### config.mk
export PLATFORM = sky130hd
export DESIGN_NAME = mem_addr_ctrl_top
export DESIGN_NICKNAME = d
export VERILOG_FILES = /design/src/logic/mem_addr_pkg.sv /design/src/logic/msg_hold_reg.sv /design/src/logic/cache_req_in.sv /design/src/logic/addr_space_ctrl.sv /design/src/logic/resp_merge.sv /design/src/logic/mem_addr_ctrl_top.sv
export VERILOG_INCLUDE_DIRS = /design/src /design/src/logic
export SDC_FILE = /design/constraint.sdc
export NUM_CORES = 1
export LEC_CHECK = 0
export BUFFER_PORTS_ARGS = -buffer_cell sky130_fd_sc_hd__buf_2
export CAP_MARGIN = 20
export CORE_MARGIN = 2
export CORE_UTILIZATION = 45
export CTS_CLUSTER_SIZE = 40
export DETAILED_ROUTE_END_ITERATION = 8
export PLACE_DENSITY = 0.71
export SLEW_MARGIN = 5
export SYNTH_ARGS = -nofsm -noshare
export SYNTH_HDL_FRONTEND = slang
export SYNTH_SLANG_ARGS = --single-unit
### constraint.sdc
create_clock -name clk -period 14.25 [get_ports clk]
set_input_delay 0.7125 -clock clk [delete_from_list [all_inputs] [get_ports clk]]
set_output_delay 0.7125 -clock clk [all_outputs]
set_load 0.02 [all_outputs]
### src/logic/mem_addr_consts.svh
// Field widths and sizing constants for the memory address-space controller
// Included by the package and by every RTL file that declares loose fields

`ifndef MEM_ADDR_CONSTS_SVH
`define MEM_ADDR_CONSTS_SVH

// Message field widths
`define MEM_OPAQUE_NBITS 8
`define MEM_ADDR_NBITS 32
`define MEM_DATA_NBITS 32
`define MEM_LEN_NBITS 2

// Number of addressable bytes, anything at or above is denied
`define MEM_SIZE 32'd65536

// Partition register value after reset
`define INITIAL_PAR 32'hc000

`endif

### src/logic/mem_addr_pkg.sv
// Message types shared by the address-space controller blocks
// Request and response structs are only used inside the buffers and the FSM

`include "mem_addr_consts.svh"

package mem_addr_pkg;

	typedef enum logic {
		MEM_MSG_READ  = 1'b0,
		MEM_MSG_WRITE = 1'b1
	} mem_msg_type_e;

	// 76 bits
	typedef struct packed {
		mem_msg_type_e                msg_type;
		logic [`MEM_OPAQUE_NBITS-1:0] opaque;
		logic [`MEM_ADDR_NBITS-1:0]   addr;
		logic [`MEM_LEN_NBITS-1:0]    len;
		logic [`MEM_DATA_NBITS-1:0]   data;
		logic                         sec_level;
	} mem_req_msg_t;

	// 44 bits
	typedef struct packed {
		mem_msg_type_e                msg_type;
		logic [`MEM_OPAQUE_NBITS-1:0] opaque;
		logic [`MEM_LEN_NBITS-1:0]    len;
		logic [`MEM_DATA_NBITS-1:0]   data;
		logic                         sec_level;
	} mem_resp_msg_t;

endpackage

### src/logic/msg_hold_reg.sv
// One-entry valid/ready holding buffer, payload type set by parameter
// Used for both the request and the response side of the controller

`timescale 1ns/10ps

module msg_hold_reg
	import mem_addr_pkg::*;
#(
	parameter type msg_t = mem_req_msg_t
) (
	input  logic clk,
	input  logic reset,

	input  msg_t in_msg,
	input  logic in_val,
	output logic in_rdy,

	output msg_t out_msg,
	output logic out_val,
	input  logic out_rdy
);

	logic full;

	// Accept when empty, or when the held entry leaves this cycle
	assign in_rdy  = !full || out_rdy;
	assign out_val = full;

	always_ff @(posedge clk) begin
		if (reset) begin
			full <= 1'b0;
		end else if (in_val && in_rdy) begin
			full <= 1'b1;
		end else if (out_rdy) begin
			full <= 1'b0;
		end
	end

	// Payload register
	always_ff @(posedge clk) begin
		if (in_val && in_rdy) begin
			out_msg <= in_msg;
		end
	end

endmodule

### src/logic/cache_req_in.sv
// Request side of the controller
// Packs the loose cache request fields and holds one request for the FSM

`timescale 1ns/10ps

`include "mem_addr_consts.svh"

module cache_req_in
	import mem_addr_pkg::*;
(
	input  logic                         clk,
	input  logic                         reset,

	// Cache request
	input  logic                         cache_req_type,
	input  logic [`MEM_OPAQUE_NBITS-1:0] cache_req_opaque,
	input  logic [`MEM_ADDR_NBITS-1:0]   cache_req_addr,
	input  logic [`MEM_LEN_NBITS-1:0]    cache_req_len,
	input  logic [`MEM_DATA_NBITS-1:0]   cache_req_data,
	input  logic                         req_sec_level,
	input  logic                         cache_req_val,
	output logic                         cache_req_rdy,

	// Held request towards the FSM
	output mem_req_msg_t                 held_req,
	output logic                         held_req_val,
	input  logic                         held_req_rdy
);

	mem_req_msg_t req_packed;

	always_comb begin
		req_packed.msg_type  = mem_msg_type_e'(cache_req_type);
		req_packed.opaque    = cache_req_opaque;
		req_packed.addr      = cache_req_addr;
		req_packed.len       = cache_req_len;
		req_packed.data      = cache_req_data;
		req_packed.sec_level = req_sec_level;
	end

	msg_hold_reg #(
		.msg_t (mem_req_msg_t)
	) req_buf (
		.clk     (clk),
		.reset   (reset),
		.in_msg  (req_packed),
		.in_val  (cache_req_val),
		.in_rdy  (cache_req_rdy),
		.out_msg (held_req),
		.out_val (held_req_val),
		.out_rdy (held_req_rdy)
	);

endmodule

### src/logic/addr_space_ctrl.sv
// Access control FSM with the partition register
// Checks each held request, forwards it to memory or answers it locally

`timescale 1ns/10ps

`include "mem_addr_consts.svh"

module addr_space_ctrl
	import mem_addr_pkg::*;
(
	input  logic                         clk,
	input  logic                         reset,

	// Held request
	input  mem_req_msg_t                 held_req,
	input  logic                         held_req_val,
	output logic                         held_req_rdy,

	// Memory request port
	output logic                         mem_req_type,
	output logic [`MEM_OPAQUE_NBITS-1:0] mem_req_opaque,
	output logic [`MEM_ADDR_NBITS-1:0]   mem_req_addr,
	output logic [`MEM_LEN_NBITS-1:0]    mem_req_len,
	output logic [`MEM_DATA_NBITS-1:0]   mem_req_data,
	output logic                         mem_req_domain,
	output logic                         mem_req_val,
	input  logic                         mem_req_rdy,

	// Local response, data is always zero
	output logic                         local_resp_val,
	input  logic                         local_resp_rdy,
	output logic                         local_resp_type,
	output logic [`MEM_OPAQUE_NBITS-1:0] local_resp_opaque,
	output logic [`MEM_LEN_NBITS-1:0]    local_resp_len,
	output logic                         local_resp_sec,

	// Memory response tracking
	output logic                         fwd_pending,
	input  logic                         fwd_done,

	output logic                         insecure
);

	typedef enum logic [2:0] {
		ST_IDLE,
		ST_CHECK,
		ST_MEM_REQ,
		ST_MEM_WAIT,
		ST_LOCAL_RESP
	} ctrl_state_e;

	ctrl_state_e state;
	ctrl_state_e state_next;

	mem_req_msg_t               req_r;
	logic [`MEM_ADDR_NBITS-1:0] par_reg;

	logic out_of_range;
	logic par_write;
	logic deny;

	// ----------------------------------------
	// Security and range check
	// ----------------------------------------

	always_comb begin
		out_of_range = req_r.addr >= `MEM_SIZE;
		par_write    = 1'b0;
		deny         = 1'b0;
		if (out_of_range) begin
			deny = 1'b1;
		end else if (req_r.sec_level) begin
			// Secure write to 0 retargets the partition
			par_write = (req_r.msg_type == MEM_MSG_WRITE) && (req_r.addr == '0);
		end else begin
			deny = (req_r.addr == '0) || (req_r.addr >= par_reg);
		end
	end

	// ----------------------------------------
	// State machine
	// ----------------------------------------

	always_comb begin
		state_next = state;
		case (state)
			ST_IDLE: begin
				if (held_req_val) begin
					state_next = ST_CHECK;
				end
			end
			ST_CHECK: begin
				if (deny || par_write) begin
					state_next = ST_LOCAL_RESP;
				end else begin
					state_next = ST_MEM_REQ;
				end
			end
			ST_MEM_REQ: begin
				if (mem_req_rdy) begin
					state_next = ST_MEM_WAIT;
				end
			end
			ST_MEM_WAIT: begin
				if (fwd_done) begin
					state_next = ST_IDLE;
				end
			end
			ST_LOCAL_RESP: begin
				if (local_resp_rdy) begin
					state_next = ST_IDLE;
				end
			end
			default: state_next = ST_IDLE;
		endcase
	end

	always_ff @(posedge clk) begin
		if (reset) begin
			state <= ST_IDLE;
		end else begin
			state <= state_next;
		end
	end

	// Request register, loaded when the FSM takes a request
	always_ff @(posedge clk) begin
		if (held_req_val && held_req_rdy) begin
			req_r <= held_req;
		end
	end

	always_ff @(posedge clk) begin
		if (reset) begin
			par_reg <= `INITIAL_PAR;
		end else if (state == ST_CHECK && par_write) begin
			par_reg <= req_r.data;
		end
	end

	// One-cycle pulse on the first local response cycle of a denial
	always_ff @(posedge clk) begin
		if (reset) begin
			insecure <= 1'b0;
		end else begin
			insecure <= (state == ST_CHECK) && deny;
		end
	end

	// ----------------------------------------
	// Outputs
	// ----------------------------------------

	assign held_req_rdy = (state == ST_IDLE);

	assign mem_req_val    = (state == ST_MEM_REQ);
	assign mem_req_type   = req_r.msg_type;
	assign mem_req_opaque = req_r.opaque;
	assign mem_req_addr   = req_r.addr;
	assign mem_req_len    = req_r.len;
	assign mem_req_data   = req_r.data;
	assign mem_req_domain = req_r.sec_level;

	assign fwd_pending = (state == ST_MEM_WAIT);

	assign local_resp_val    = (state == ST_LOCAL_RESP);
	assign local_resp_type   = req_r.msg_type;
	assign local_resp_opaque = req_r.opaque;
	assign local_resp_len    = req_r.len;
	assign local_resp_sec    = req_r.sec_level;

endmodule

### src/logic/resp_merge.sv
// Response side of the controller
// Picks the memory or the local response, buffers it and drives the cache

`timescale 1ns/10ps

`include "mem_addr_consts.svh"

module resp_merge
	import mem_addr_pkg::*;
(
	input  logic                         clk,
	input  logic                         reset,

	// Memory response
	input  logic                         mem_resp_type,
	input  logic [`MEM_OPAQUE_NBITS-1:0] mem_resp_opaque,
	input  logic [`MEM_LEN_NBITS-1:0]    mem_resp_len,
	input  logic [`MEM_DATA_NBITS-1:0]   mem_resp_data,
	input  logic                         mem_resp_val,
	output logic                         mem_resp_rdy,

	// Forward tracking from the FSM
	input  logic                         fwd_pending,
	output logic                         fwd_done,
	input  logic                         mem_req_domain,

	// Local response
	input  logic                         local_resp_val,
	output logic                         local_resp_rdy,
	input  logic                         local_resp_type,
	input  logic [`MEM_OPAQUE_NBITS-1:0] local_resp_opaque,
	input  logic [`MEM_LEN_NBITS-1:0]    local_resp_len,
	input  logic                         local_resp_sec,

	// Cache response
	output logic                         cache_resp_type,
	output logic [`MEM_OPAQUE_NBITS-1:0] cache_resp_opaque,
	output logic [`MEM_LEN_NBITS-1:0]    cache_resp_len,
	output logic [`MEM_DATA_NBITS-1:0]   cache_resp_data,
	output logic                         resp_sec_level,
	output logic                         cache_resp_val,
	input  logic                         cache_resp_rdy
);

	mem_resp_msg_t merged;
	mem_resp_msg_t resp_q;
	logic          merged_val;
	logic          buf_in_rdy;

	// Memory path only while a forward is outstanding
	always_comb begin
		if (fwd_pending) begin
			merged.msg_type  = mem_msg_type_e'(mem_resp_type);
			merged.opaque    = mem_resp_opaque;
			merged.len       = mem_resp_len;
			merged.data      = mem_resp_data;
			merged.sec_level = mem_req_domain;
			merged_val       = mem_resp_val;
		end else begin
			merged.msg_type  = mem_msg_type_e'(local_resp_type);
			merged.opaque    = local_resp_opaque;
			merged.len       = local_resp_len;
			merged.data      = '0;
			merged.sec_level = local_resp_sec;
			merged_val       = local_resp_val;
		end
	end

	assign mem_resp_rdy   = fwd_pending && buf_in_rdy;
	assign local_resp_rdy = !fwd_pending && buf_in_rdy;
	assign fwd_done       = mem_resp_val && mem_resp_rdy;

	msg_hold_reg #(
		.msg_t (mem_resp_msg_t)
	) resp_buf (
		.clk     (clk),
		.reset   (reset),
		.in_msg  (merged),
		.in_val  (merged_val),
		.in_rdy  (buf_in_rdy),
		.out_msg (resp_q),
		.out_val (cache_resp_val),
		.out_rdy (cache_resp_rdy)
	);

	// Unpack to loose cache fields
	assign cache_resp_type   = resp_q.msg_type;
	assign cache_resp_opaque = resp_q.opaque;
	assign cache_resp_len    = resp_q.len;
	assign cache_resp_data   = resp_q.data;
	assign resp_sec_level    = resp_q.sec_level;

endmodule

### src/logic/mem_addr_ctrl_top.sv
// Top level of the memory address-space controller
// Sits between cache request/response ports and main memory

`timescale 1ns/10ps

`include "mem_addr_consts.svh"

module mem_addr_ctrl_top (
	input  logic                         clk,
	input  logic                         reset,

	// Cache request in
	input  logic                         cache_req_type,
	input  logic [`MEM_OPAQUE_NBITS-1:0] cache_req_opaque,
	input  logic [`MEM_ADDR_NBITS-1:0]   cache_req_addr,
	input  logic [`MEM_LEN_NBITS-1:0]    cache_req_len,
	input  logic [`MEM_DATA_NBITS-1:0]   cache_req_data,
	input  logic                         req_sec_level,
	input  logic                         cache_req_val,
	output logic                         cache_req_rdy,

	// Memory request out
	output logic                         mem_req_type,
	output logic [`MEM_OPAQUE_NBITS-1:0] mem_req_opaque,
	output logic [`MEM_ADDR_NBITS-1:0]   mem_req_addr,
	output logic [`MEM_LEN_NBITS-1:0]    mem_req_len,
	output logic [`MEM_DATA_NBITS-1:0]   mem_req_data,
	output logic                         mem_req_domain,
	output logic                         mem_req_val,
	input  logic                         mem_req_rdy,

	// Memory response in
	input  logic                         mem_resp_type,
	input  logic [`MEM_OPAQUE_NBITS-1:0] mem_resp_opaque,
	input  logic [`MEM_LEN_NBITS-1:0]    mem_resp_len,
	input  logic [`MEM_DATA_NBITS-1:0]   mem_resp_data,
	input  logic                         mem_resp_val,
	output logic                         mem_resp_rdy,

	// Cache response out
	output logic                         cache_resp_type,
	output logic [`MEM_OPAQUE_NBITS-1:0] cache_resp_opaque,
	output logic [`MEM_LEN_NBITS-1:0]    cache_resp_len,
	output logic [`MEM_DATA_NBITS-1:0]   cache_resp_data,
	output logic                         resp_sec_level,
	output logic                         cache_resp_val,
	input  logic                         cache_resp_rdy,

	output logic                         insecure
);

	mem_addr_pkg::mem_req_msg_t   held_req;
	logic                         held_req_val;
	logic                         held_req_rdy;

	logic                         local_resp_val;
	logic                         local_resp_rdy;
	logic                         local_resp_type;
	logic [`MEM_OPAQUE_NBITS-1:0] local_resp_opaque;
	logic [`MEM_LEN_NBITS-1:0]    local_resp_len;
	logic                         local_resp_sec;

	logic                         fwd_pending;
	logic                         fwd_done;

	cache_req_in req_in (
		.clk              (clk),
		.reset            (reset),
		.cache_req_type   (cache_req_type),
		.cache_req_opaque (cache_req_opaque),
		.cache_req_addr   (cache_req_addr),
		.cache_req_len    (cache_req_len),
		.cache_req_data   (cache_req_data),
		.req_sec_level    (req_sec_level),
		.cache_req_val    (cache_req_val),
		.cache_req_rdy    (cache_req_rdy),
		.held_req         (held_req),
		.held_req_val     (held_req_val),
		.held_req_rdy     (held_req_rdy)
	);

	addr_space_ctrl ctrl (
		.clk               (clk),
		.reset             (reset),
		.held_req          (held_req),
		.held_req_val      (held_req_val),
		.held_req_rdy      (held_req_rdy),
		.mem_req_type      (mem_req_type),
		.mem_req_opaque    (mem_req_opaque),
		.mem_req_addr      (mem_req_addr),
		.mem_req_len       (mem_req_len),
		.mem_req_data      (mem_req_data),
		.mem_req_domain    (mem_req_domain),
		.mem_req_val       (mem_req_val),
		.mem_req_rdy       (mem_req_rdy),
		.local_resp_val    (local_resp_val),
		.local_resp_rdy    (local_resp_rdy),
		.local_resp_type   (local_resp_type),
		.local_resp_opaque (local_resp_opaque),
		.local_resp_len    (local_resp_len),
		.local_resp_sec    (local_resp_sec),
		.fwd_pending       (fwd_pending),
		.fwd_done          (fwd_done),
		.insecure          (insecure)
	);

	resp_merge merge (
		.clk               (clk),
		.reset             (reset),
		.mem_resp_type     (mem_resp_type),
		.mem_resp_opaque   (mem_resp_opaque),
		.mem_resp_len      (mem_resp_len),
		.mem_resp_data     (mem_resp_data),
		.mem_resp_val      (mem_resp_val),
		.mem_resp_rdy      (mem_resp_rdy),
		.fwd_pending       (fwd_pending),
		.fwd_done          (fwd_done),
		.mem_req_domain    (mem_req_domain),
		.local_resp_val    (local_resp_val),
		.local_resp_rdy    (local_resp_rdy),
		.local_resp_type   (local_resp_type),
		.local_resp_opaque (local_resp_opaque),
		.local_resp_len    (local_resp_len),
		.local_resp_sec    (local_resp_sec),
		.cache_resp_type   (cache_resp_type),
		.cache_resp_opaque (cache_resp_opaque),
		.cache_resp_len    (cache_resp_len),
		.cache_resp_data   (cache_resp_data),
		.resp_sec_level    (resp_sec_level),
		.cache_resp_val    (cache_resp_val),
		.cache_resp_rdy    (cache_resp_rdy)
	);

endmodule

Word level (Yosys, flattened, before mapping) --
Cells that the tools add are included.
Storage, ports and cells: bits in registers 234, output and inout port bits 125
Operators by class: magnitude comparators 2, equal/unequal tests 8, mux-type cells 16, reduce and logical (&&, ||, !) cells 21
Operator list (count):
- $mux W44 | 1
- $ge A32 B17 Y1 const B | 1
- $ge A32 B32 Y1 | 1
- $logic_not A32 Y1 | 1
- $mux W3 | 5
- $pmux W3 S5 | 1
- $logic_and A1 B1 Y1 | 9
- $mux W1 | 9
- $eq A3 B2 Y1 const B | 2
- $ne A2 B2 Y1 const B | 3
- $logic_or A1 B1 Y1 | 4
- $reduce_and A4 Y1 | 1
- $reduce_bool A2 Y1 | 2
- $eq A3 B1 Y1 const B | 1
- $eq A3 B3 Y1 const B | 1
- $logic_not A1 Y1 | 3
- $logic_not A3 Y1 | 1
- $ne A2 B1 Y1 const B | 1

Depth between registers and ports, before layout --
Gate-level depths: netlist of run 1.
depth after elaboration 7, gate-level depth with buffers 8, depth with buffers taken out 8

Cells and area by module --
A second synthesis of run 1 with hierarchy kept.
Unflattened totals: cell total of the unflattened synthesis 534, area, all modules 8833.5 um^2
Modules (own cells, without submodules):
- addr_space_ctrl | times used 1, cells an instance 351, area each 4704.5 um^2, seq. area each 3002.9 um^2
- msg_hold_reg (req_in.req_buf) | times used 1, cells an instance 81, area each 2337.2 um^2, seq. area each 2302.2 um^2
- msg_hold_reg (merge.resp_buf) | times used 1, cells an instance 49, area each 1376.3 um^2, seq. area each 1341.3 um^2
- resp_merge | times used 1, cells an instance 53, area each 415.4 um^2, seq. area each 0.0 um^2

Least setup slack after synthesis of run 1 --
Ideal clock, no wire load.
kind register to register, start register ctrl.state[1], end register ctrl.req_r (netlist bit ctrl.local_resp_len[0]) (enable), setup time 724 ps, data arrival time 8360 ps, slack 5166 ps, stages on the path, launching flop included 3, cell sequence dfxtp_1 -> clkbuf_1 -> nor4b_1
On the way: word-level cells in the longest chain between the ends 2
Ends and longest elaborated chain:
- start: declaration | RTL line addr_space_ctrl.sv:52 | ctrl_state_e state;
- start signal: assignment | RTL line addr_space_ctrl.sv:122 | state <= state_next;
- $logic_not A3 Y1 | RTL line addr_space_ctrl.sv:154 | assign held_req_rdy = (state == ST_IDLE);
- $logic_and A1 B1 Y1 | RTL line addr_space_ctrl.sv:128 | if (held_req_val && held_req_rdy) begin
- end signal: assignment | RTL line addr_space_ctrl.sv:129 | req_r <= held_req;
- end: declaration | RTL line addr_space_ctrl.sv:55 | mem_req_msg_t req_r;
Every way passes these cells. A chain may end at the register's enable or synchronous reset.

Final worst setup path of run 1 --
start register ctrl.req_r (netlist bit ctrl.mem_req_addr[16]), end register ctrl.par_reg[21]
On the way: word-level cells in the longest chain between the ends 5, elaborated cells on any way between the ends 6
Ends and longest elaborated chain:
- branches (longest 3 deep; another with $ge A32 B17 Y1)
- $mux W1 * | RTL line addr_space_ctrl.sv:70 | if (out_of_range) begin
- $logic_and A1 B1 Y1 * | RTL line addr_space_ctrl.sv:136 | end else if (state == ST_CHECK && par_write) begin
- end signal: assignment | RTL line addr_space_ctrl.sv:135 | par_reg <= `INITIAL_PAR;
- end signal: assignment | RTL line addr_space_ctrl.sv:137 | par_reg <= req_r.data;
- end: declaration | RTL line addr_space_ctrl.sv:56 | logic [`MEM_ADDR_NBITS-1:0] par_reg;
Mark *: on every way between the ends.

==> results.toml, run 1 <==
[status]
status = "completed"

[setup_path]
cp_slowest_stage_delay_ps = 930
crit-reg2reg-launch = "ctrl.mem_req_addr[16]"
start_kind = "register"
path_cells = "nor4_1 -> nand4_1 -> nor3_2 -> and3b_2 -> mux2i_1 -> nor2_1"
cp_data_arrival_time_ps = 3270
cpLargestDelayFamily = "simple AND/OR/NAND/NOR gates"
startpoint = "ctrl.mem_req_addr[16]"
r2r_end = "ctrl.par_reg[21]"
cp.required_ps = 14600
rr_worst_depth = 6
worstPathMaxFanout = 34
crit_path_top_delay_cell = "and3b_2"
worstSetupEndpointType = "register"
critical_path_buf_inv_count = 0
path_class = "reg2reg"
reg2reg_slack_ps = 11330

[routing]
drtIter0Drc = 244
vias = 5134
dr.pass1.iters = 4
viasPerCell = 4.975
antenna_left = 0
wl_mm = 18.34
wl_per_cell_um = 17.77
drc = 0

[final_layout]
reg_top3 = "req_in.req_buf.out_msg: 76 flops, merge.resp_buf.out_msg: 44 flops"
nets = 936
drive_above_1_share_pct = 39.40
largest_register_ffs = 76
fill_cells = 1480
multiInputGateArea_um2 = 1732
area_growth_pct = 26.24
top_register = "req_in.req_buf.out_msg"
final_common_cell = "buf_2"
layout_common_cells = "249 x buf_2, 196 x edfxtp_1, 39 x nor2_1, 38 x dfxtp_1, 36 x inv_1"
sequential_cell_area_um2 = 6646

[timing]
worst_pin_slew_ps = 1060
fin_crit_sh_pct = 20.53
skew_ps = 9.801
final.setup.tns_ps = 0
rsz0062_at_grt = "no"
setup_viol = 0
hold_violations = 0
fin_crit_ps = 2925
relSlewSlack_pct = 29.31
fmax_mhz = 341.9
fin_hold_ws_ps = 387.2
slew_viol_final = 0

[clock_network]
postCtsSetupBuffers = 0
clockRootBuffer = "clkbuf_16"
cts_buffers = 24
clk_path_buf_depth = 3
postCtsHoldBufs = 0
cts-resized-gates = 0
cts_tree = "built"
clock-sinks = 234
clkTransAtPathRegs_ps = 60
clk_latency_ps = 500
htree_levels = 1

[global_routing]
grt_max_degree = 77
overflow = 0
grt_pass1_vias = 5191
grt_first_pass_wirelength_mm = 27.53
grt.total_usage_pct = 17.46
antenna_found_initial = 2

[synth]
ys_seq_area_share_pct = 77.14
ys.flop_type = "edfxtp_1"
yosysWarnings = 0
avgSynthCellArea_um2 = 16.63
synth-edff-count = 196
syn-cell-area_um2 = 8616
async_flop_share_pct = 0
synth_nets = 675
synthDistinctLibCells = 44
ys_ff_latch = 234
netlist_instances = 518

[pwr]
switching_share_pct = 20.53
finalPower_mw = 1.458
ir_drop_mv = 0.09847
power.share.sequential_pct = 53.8
p_sw_mw = 0.2993
internal_power_mw = 1.159
clkPwrFrac_pct = 41.3
power.density_nw_per_um2 = 134.0
pwr-share-comb_pct = 4.9
p_leak_nw = 4.435

[run]
max_cap_viol_count = 0

[hold_path]
hold_class = "in2reg"
hold_start = "cache_req_addr[12]"
holdPathStages = 1
min_to = "req_in.req_buf.out_msg[47]"

[floorplan]
rows = 50
core_area_um2 = 18770
initial_core_util_pct = 45.91
die_w_um = 142.4
ios = 250
die_area_um2 = 20270
die_h_um = 142.4

[placed_design]
port_buffers = 249
routabilityCongestion = 0.8176
dp_hpwl_mm = 13.13
-- power by group through the flow --
stage	logic [mW]	clock network [mW]	registers [mW]
floorplan	0.0209	0	0.812
global placement	0.0700	0	0.797
detailed placement	0.0723	0	0.799
CTS	0.0726	0.619	0.784
global route	0.0783	0.646	0.786
finish	0.0715	0.602	0.784
-- worst max-delay path by stage --
stage	slack, ps	cells after the start	end
finish	11330	6	ctrl.par_reg[21]
floorplan	5170	2	ctrl.local_resp_len[0]
detailed placement	11070	5	merge.resp_buf.out_msg[17]
CTS	11060	5	merge.resp_buf.out_msg[17]
global route	11170	6	ctrl.par_reg[3]
global placement	11280	5	merge.resp_buf.out_msg[17]
-- Yosys cell counts (2+ instances only) --
cell type	count	area (um^2)
a211o_2	2	20.02
a211oi_1	2	15.01
a21o_1	2	15.01
a21oi_1	12	60.06
a31oi_1	4	25.02
and2_1	2	12.51
and3_1	33	206.5
and4_1	3	26.28
buf_12	3	60.06
clkbuf_1	12	45.04
dfxtp_1	38	760.7
edfxtp_1	196	5886
ha_1	32	400.4
inv_1	36	135.1
mux2_2	11	123.9
mux2i_1	31	310.3
nand2_1	15	56.30
nand2b_1	3	18.77
nand4_1	4	25.02
nor2_1	39	146.4
nor2b_1	2	12.51
nor4_1	8	50.05
o21ai_0	7	35.03
-- metrics by stage --
step	area [um^2]	util, %	instances	worst slack, ps
finish	10880	57.95	1032	11330
detailed placement	10070	53.64	985	11070
CTS	10850	57.80	1029	11060
global placement	10070	53.64	985	11280
floorplan	8616	-	518	5166
global route	10880	57.95	1032	11170
-- cells by family (layout without fill, tap and decap cells) --
kind of cell             count (synthesis)  count (layout)  share of synthesized area (%)
adder cells (fa/ha/maj)                 32              32                          4.647
other                                    0               1                              0
AO/OA/AOI/OAI                           37              37                          2.788
flip-flops                             234             234                          77.14
buffers and inverters                   54             333                          3.035
multiplexers                            42              42                          5.039
AND/OR/NAND/NOR                        119             119                          7.348
-- routing by layer --
layer	global-route usage, %	wire [um]
met1	21.32	7336
met3	4.206	1413
met2	30.66	9243
met5	0	11
met4	5.628	330
-- worst register-to-register path: cells and delay by family, from the launching register on --
family	cells	cell delay (ps)
flip-flops	1	440
multiplexers	1	350
AND/OR/NAND/NOR	5	1990
-- final cells by class --
cell class	count	share of cell area, %
repair buffers	253	11.84
diodes	1	0.02301
multi-input cells	230	15.92
clock buffers	34	6.430
well taps	234	2.692
flip-flops and latches	234	61.11
inverters	36	1.242
clock inverters	10	0.7477
No activity file was read; power rests on OpenSTA's default activity.
==> run 2: changes to the inputs <==
Settings changed: PLACE_DENSITY 0.71 to 0.74.
Clock period 14.25 ns to 2.47 ns, I/O delays scaled along.
==> results.toml, run 2 (synthesis results as in run 1) <==
[final_layout]
largest_register_ffs = 76
final_cells = 1157
final_common_cell = "buf_2"
layout_common_cells = "249 x buf_2, 196 x edfxtp_1, 117 x dlygate4sd3_1, 39 x nor2_1, 37 x dfxtp_1"
top_register = "req_in.req_buf.out_msg"
nets = 1062
area_growth_pct = 41.32
drive_above_1_share_pct = 34.99
antennaDiodeCount = 0
reg_top3 = "req_in.req_buf.out_msg: 76 flops, merge.resp_buf.out_msg: 44 flops"

[timing]
fmax_mhz = 438.7
skew_ps = 13.84
final.setup.tns_ps = 0
layout_setup_ws_ps = 190.8
fin_crit_ps = 2279
hold_violations = 0
worst_pin_slew_ps = 396.4
rsz0062_at_grt = "no"
fin_crit_sh_pct = 92.28
relSlewSlack_pct = 73.57
setup_viol = 0
slew_viol_final = 0

[run]
max_cap_viol_count = 0

[global_routing]
grt.total_usage_pct = 19.93
grt_max_degree = 66
overflow = 0
grt_first_pass_wirelength_mm = 30.88
grt_pass1_vias = 5858
antenna_found_initial = 0

[pwr]
finalPower_mw = 8.547
power.density_nw_per_um2 = 702.0
ir_drop_mv = 0.5399
p_leak_nw = 4.974

[clock_network]
clk_latency_ps = 510
htree_levels = 1
clock-sinks = 234
clkTransAtPathRegs_ps = 60
cts_buffers = 24
postCtsSetupBuffers = 0
clockRootBuffer = "clkbuf_16"
clk_path_buf_depth = 3
cts_tree = "built"

[hold_path]
hold_class = "in2reg"

[setup_path]
worstSetupEndpointType = "register"
cp_data_arrival_time_ps = 2670
cp.required_ps = 2860
worstPathMaxFanout = 3
start_kind = "register"
path_class = "reg2reg"

[routing]
wl_per_cell_um = 18.07
antenna_left = 0
drc = 0
dr.pass1.iters = 4
viasPerCell = 4.847
drtIter0Drc = 214
wl_mm = 20.91
vias = 5608

[placed_design]
place_ws_ps = 108.8
port_buffers = 249
routabilityCongestion = 0.8581
placed_cells = 996
dp_hpwl_mm = 13.46

[floorplan]
rows = 50
die_area_um2 = 20270
die_h_um = 142.4
ios = 250
initial_core_util_pct = 45.91
core_area_um2 = 18770
die_w_um = 142.4

[status]
status = "completed"
[run 2: cell types whose count changed in the layout (fill, tap and decap cells not counted), moves of 2 or more]
cell | before | now
clkinv_2 | 7 | 5
a211oi_2 | 0 | 2
clkbuf_8 | 4 | 1
dlygate4sd3_1 | 0 | 117
buf_12 | 0 | 6
buf_4 | 2 | 7
a211oi_1 | 2 | 0
clkinv_1 | 0 | 3
[run 2: power breakdown]
group	internal [mW]	leakage (nW)	switching [mW]
Clock	1.99	0.370	1.44
Sequential	4.45	2.23	0.0736
Combinational	0.289	2.38	0.301
Total	6.73	4.97	1.82
[run 2: final cells by class]
cell class                 instances  area [um^2]
clock inverter                    12        91.34
clock buffer                      32        661.9
timing repair buffer             379         2590
tap                              234        292.8
sequential                       234         6648
multi-input combinational        230         1757
fill                            1329         6593
inverter                          36        135.1
[run 2: stage by stage]
step | utilization (%) | area [um^2] | hold slack [ps]
floorplan | - | 8660 | 222.4
global placement | 54.53 | 10230 | 299.8
detailed placement | 54.53 | 10230 | 301.6
CTS | 64.73 | 12150 | 3.525
global route | 64.87 | 12180 | 17.33
finish | 64.87 | 12180 | 40.39
[run 2: worst paths after layout]
check | end | start | slack (ps) | depth (start not counted)
worst max-delay path | ctrl.state[1] | ctrl.mem_req_addr[10] | 190 | 7
worst min-delay path | merge.resp_buf.out_msg[20] | mem_resp_data[19] | 40 | 2
worst min register to register | ctrl.mem_req_addr[19] | req_in.req_buf.out_msg[54] | 410 | 0
worst max register to register | ctrl.state[1] | ctrl.mem_req_addr[10] | 190 | 7
[run 2: what timing repair did]
action,4_1_cts,5_1_grt
gates resized for setup,0,3
hold buffers,116,1
endpoints found under the setup margin,0,11
hold endpoints to repair,121,1
[run 2: worst max-delay path, cell delays in order (launching register included)]
cell	delay (ps)
edfxtp_1	450
ha_1	350
nand4_1	170
nor4_1	310
a32oi_1	160
a31oi_1	370
a211oi_2	100
a31o_2	260
[run 2: layer usage]
layer	part of all wire, %	track usage, %
met1	38	21.92
met2	51	36.79
met3	7.0	4.610
met4	4.1	8.650
met5	0	0
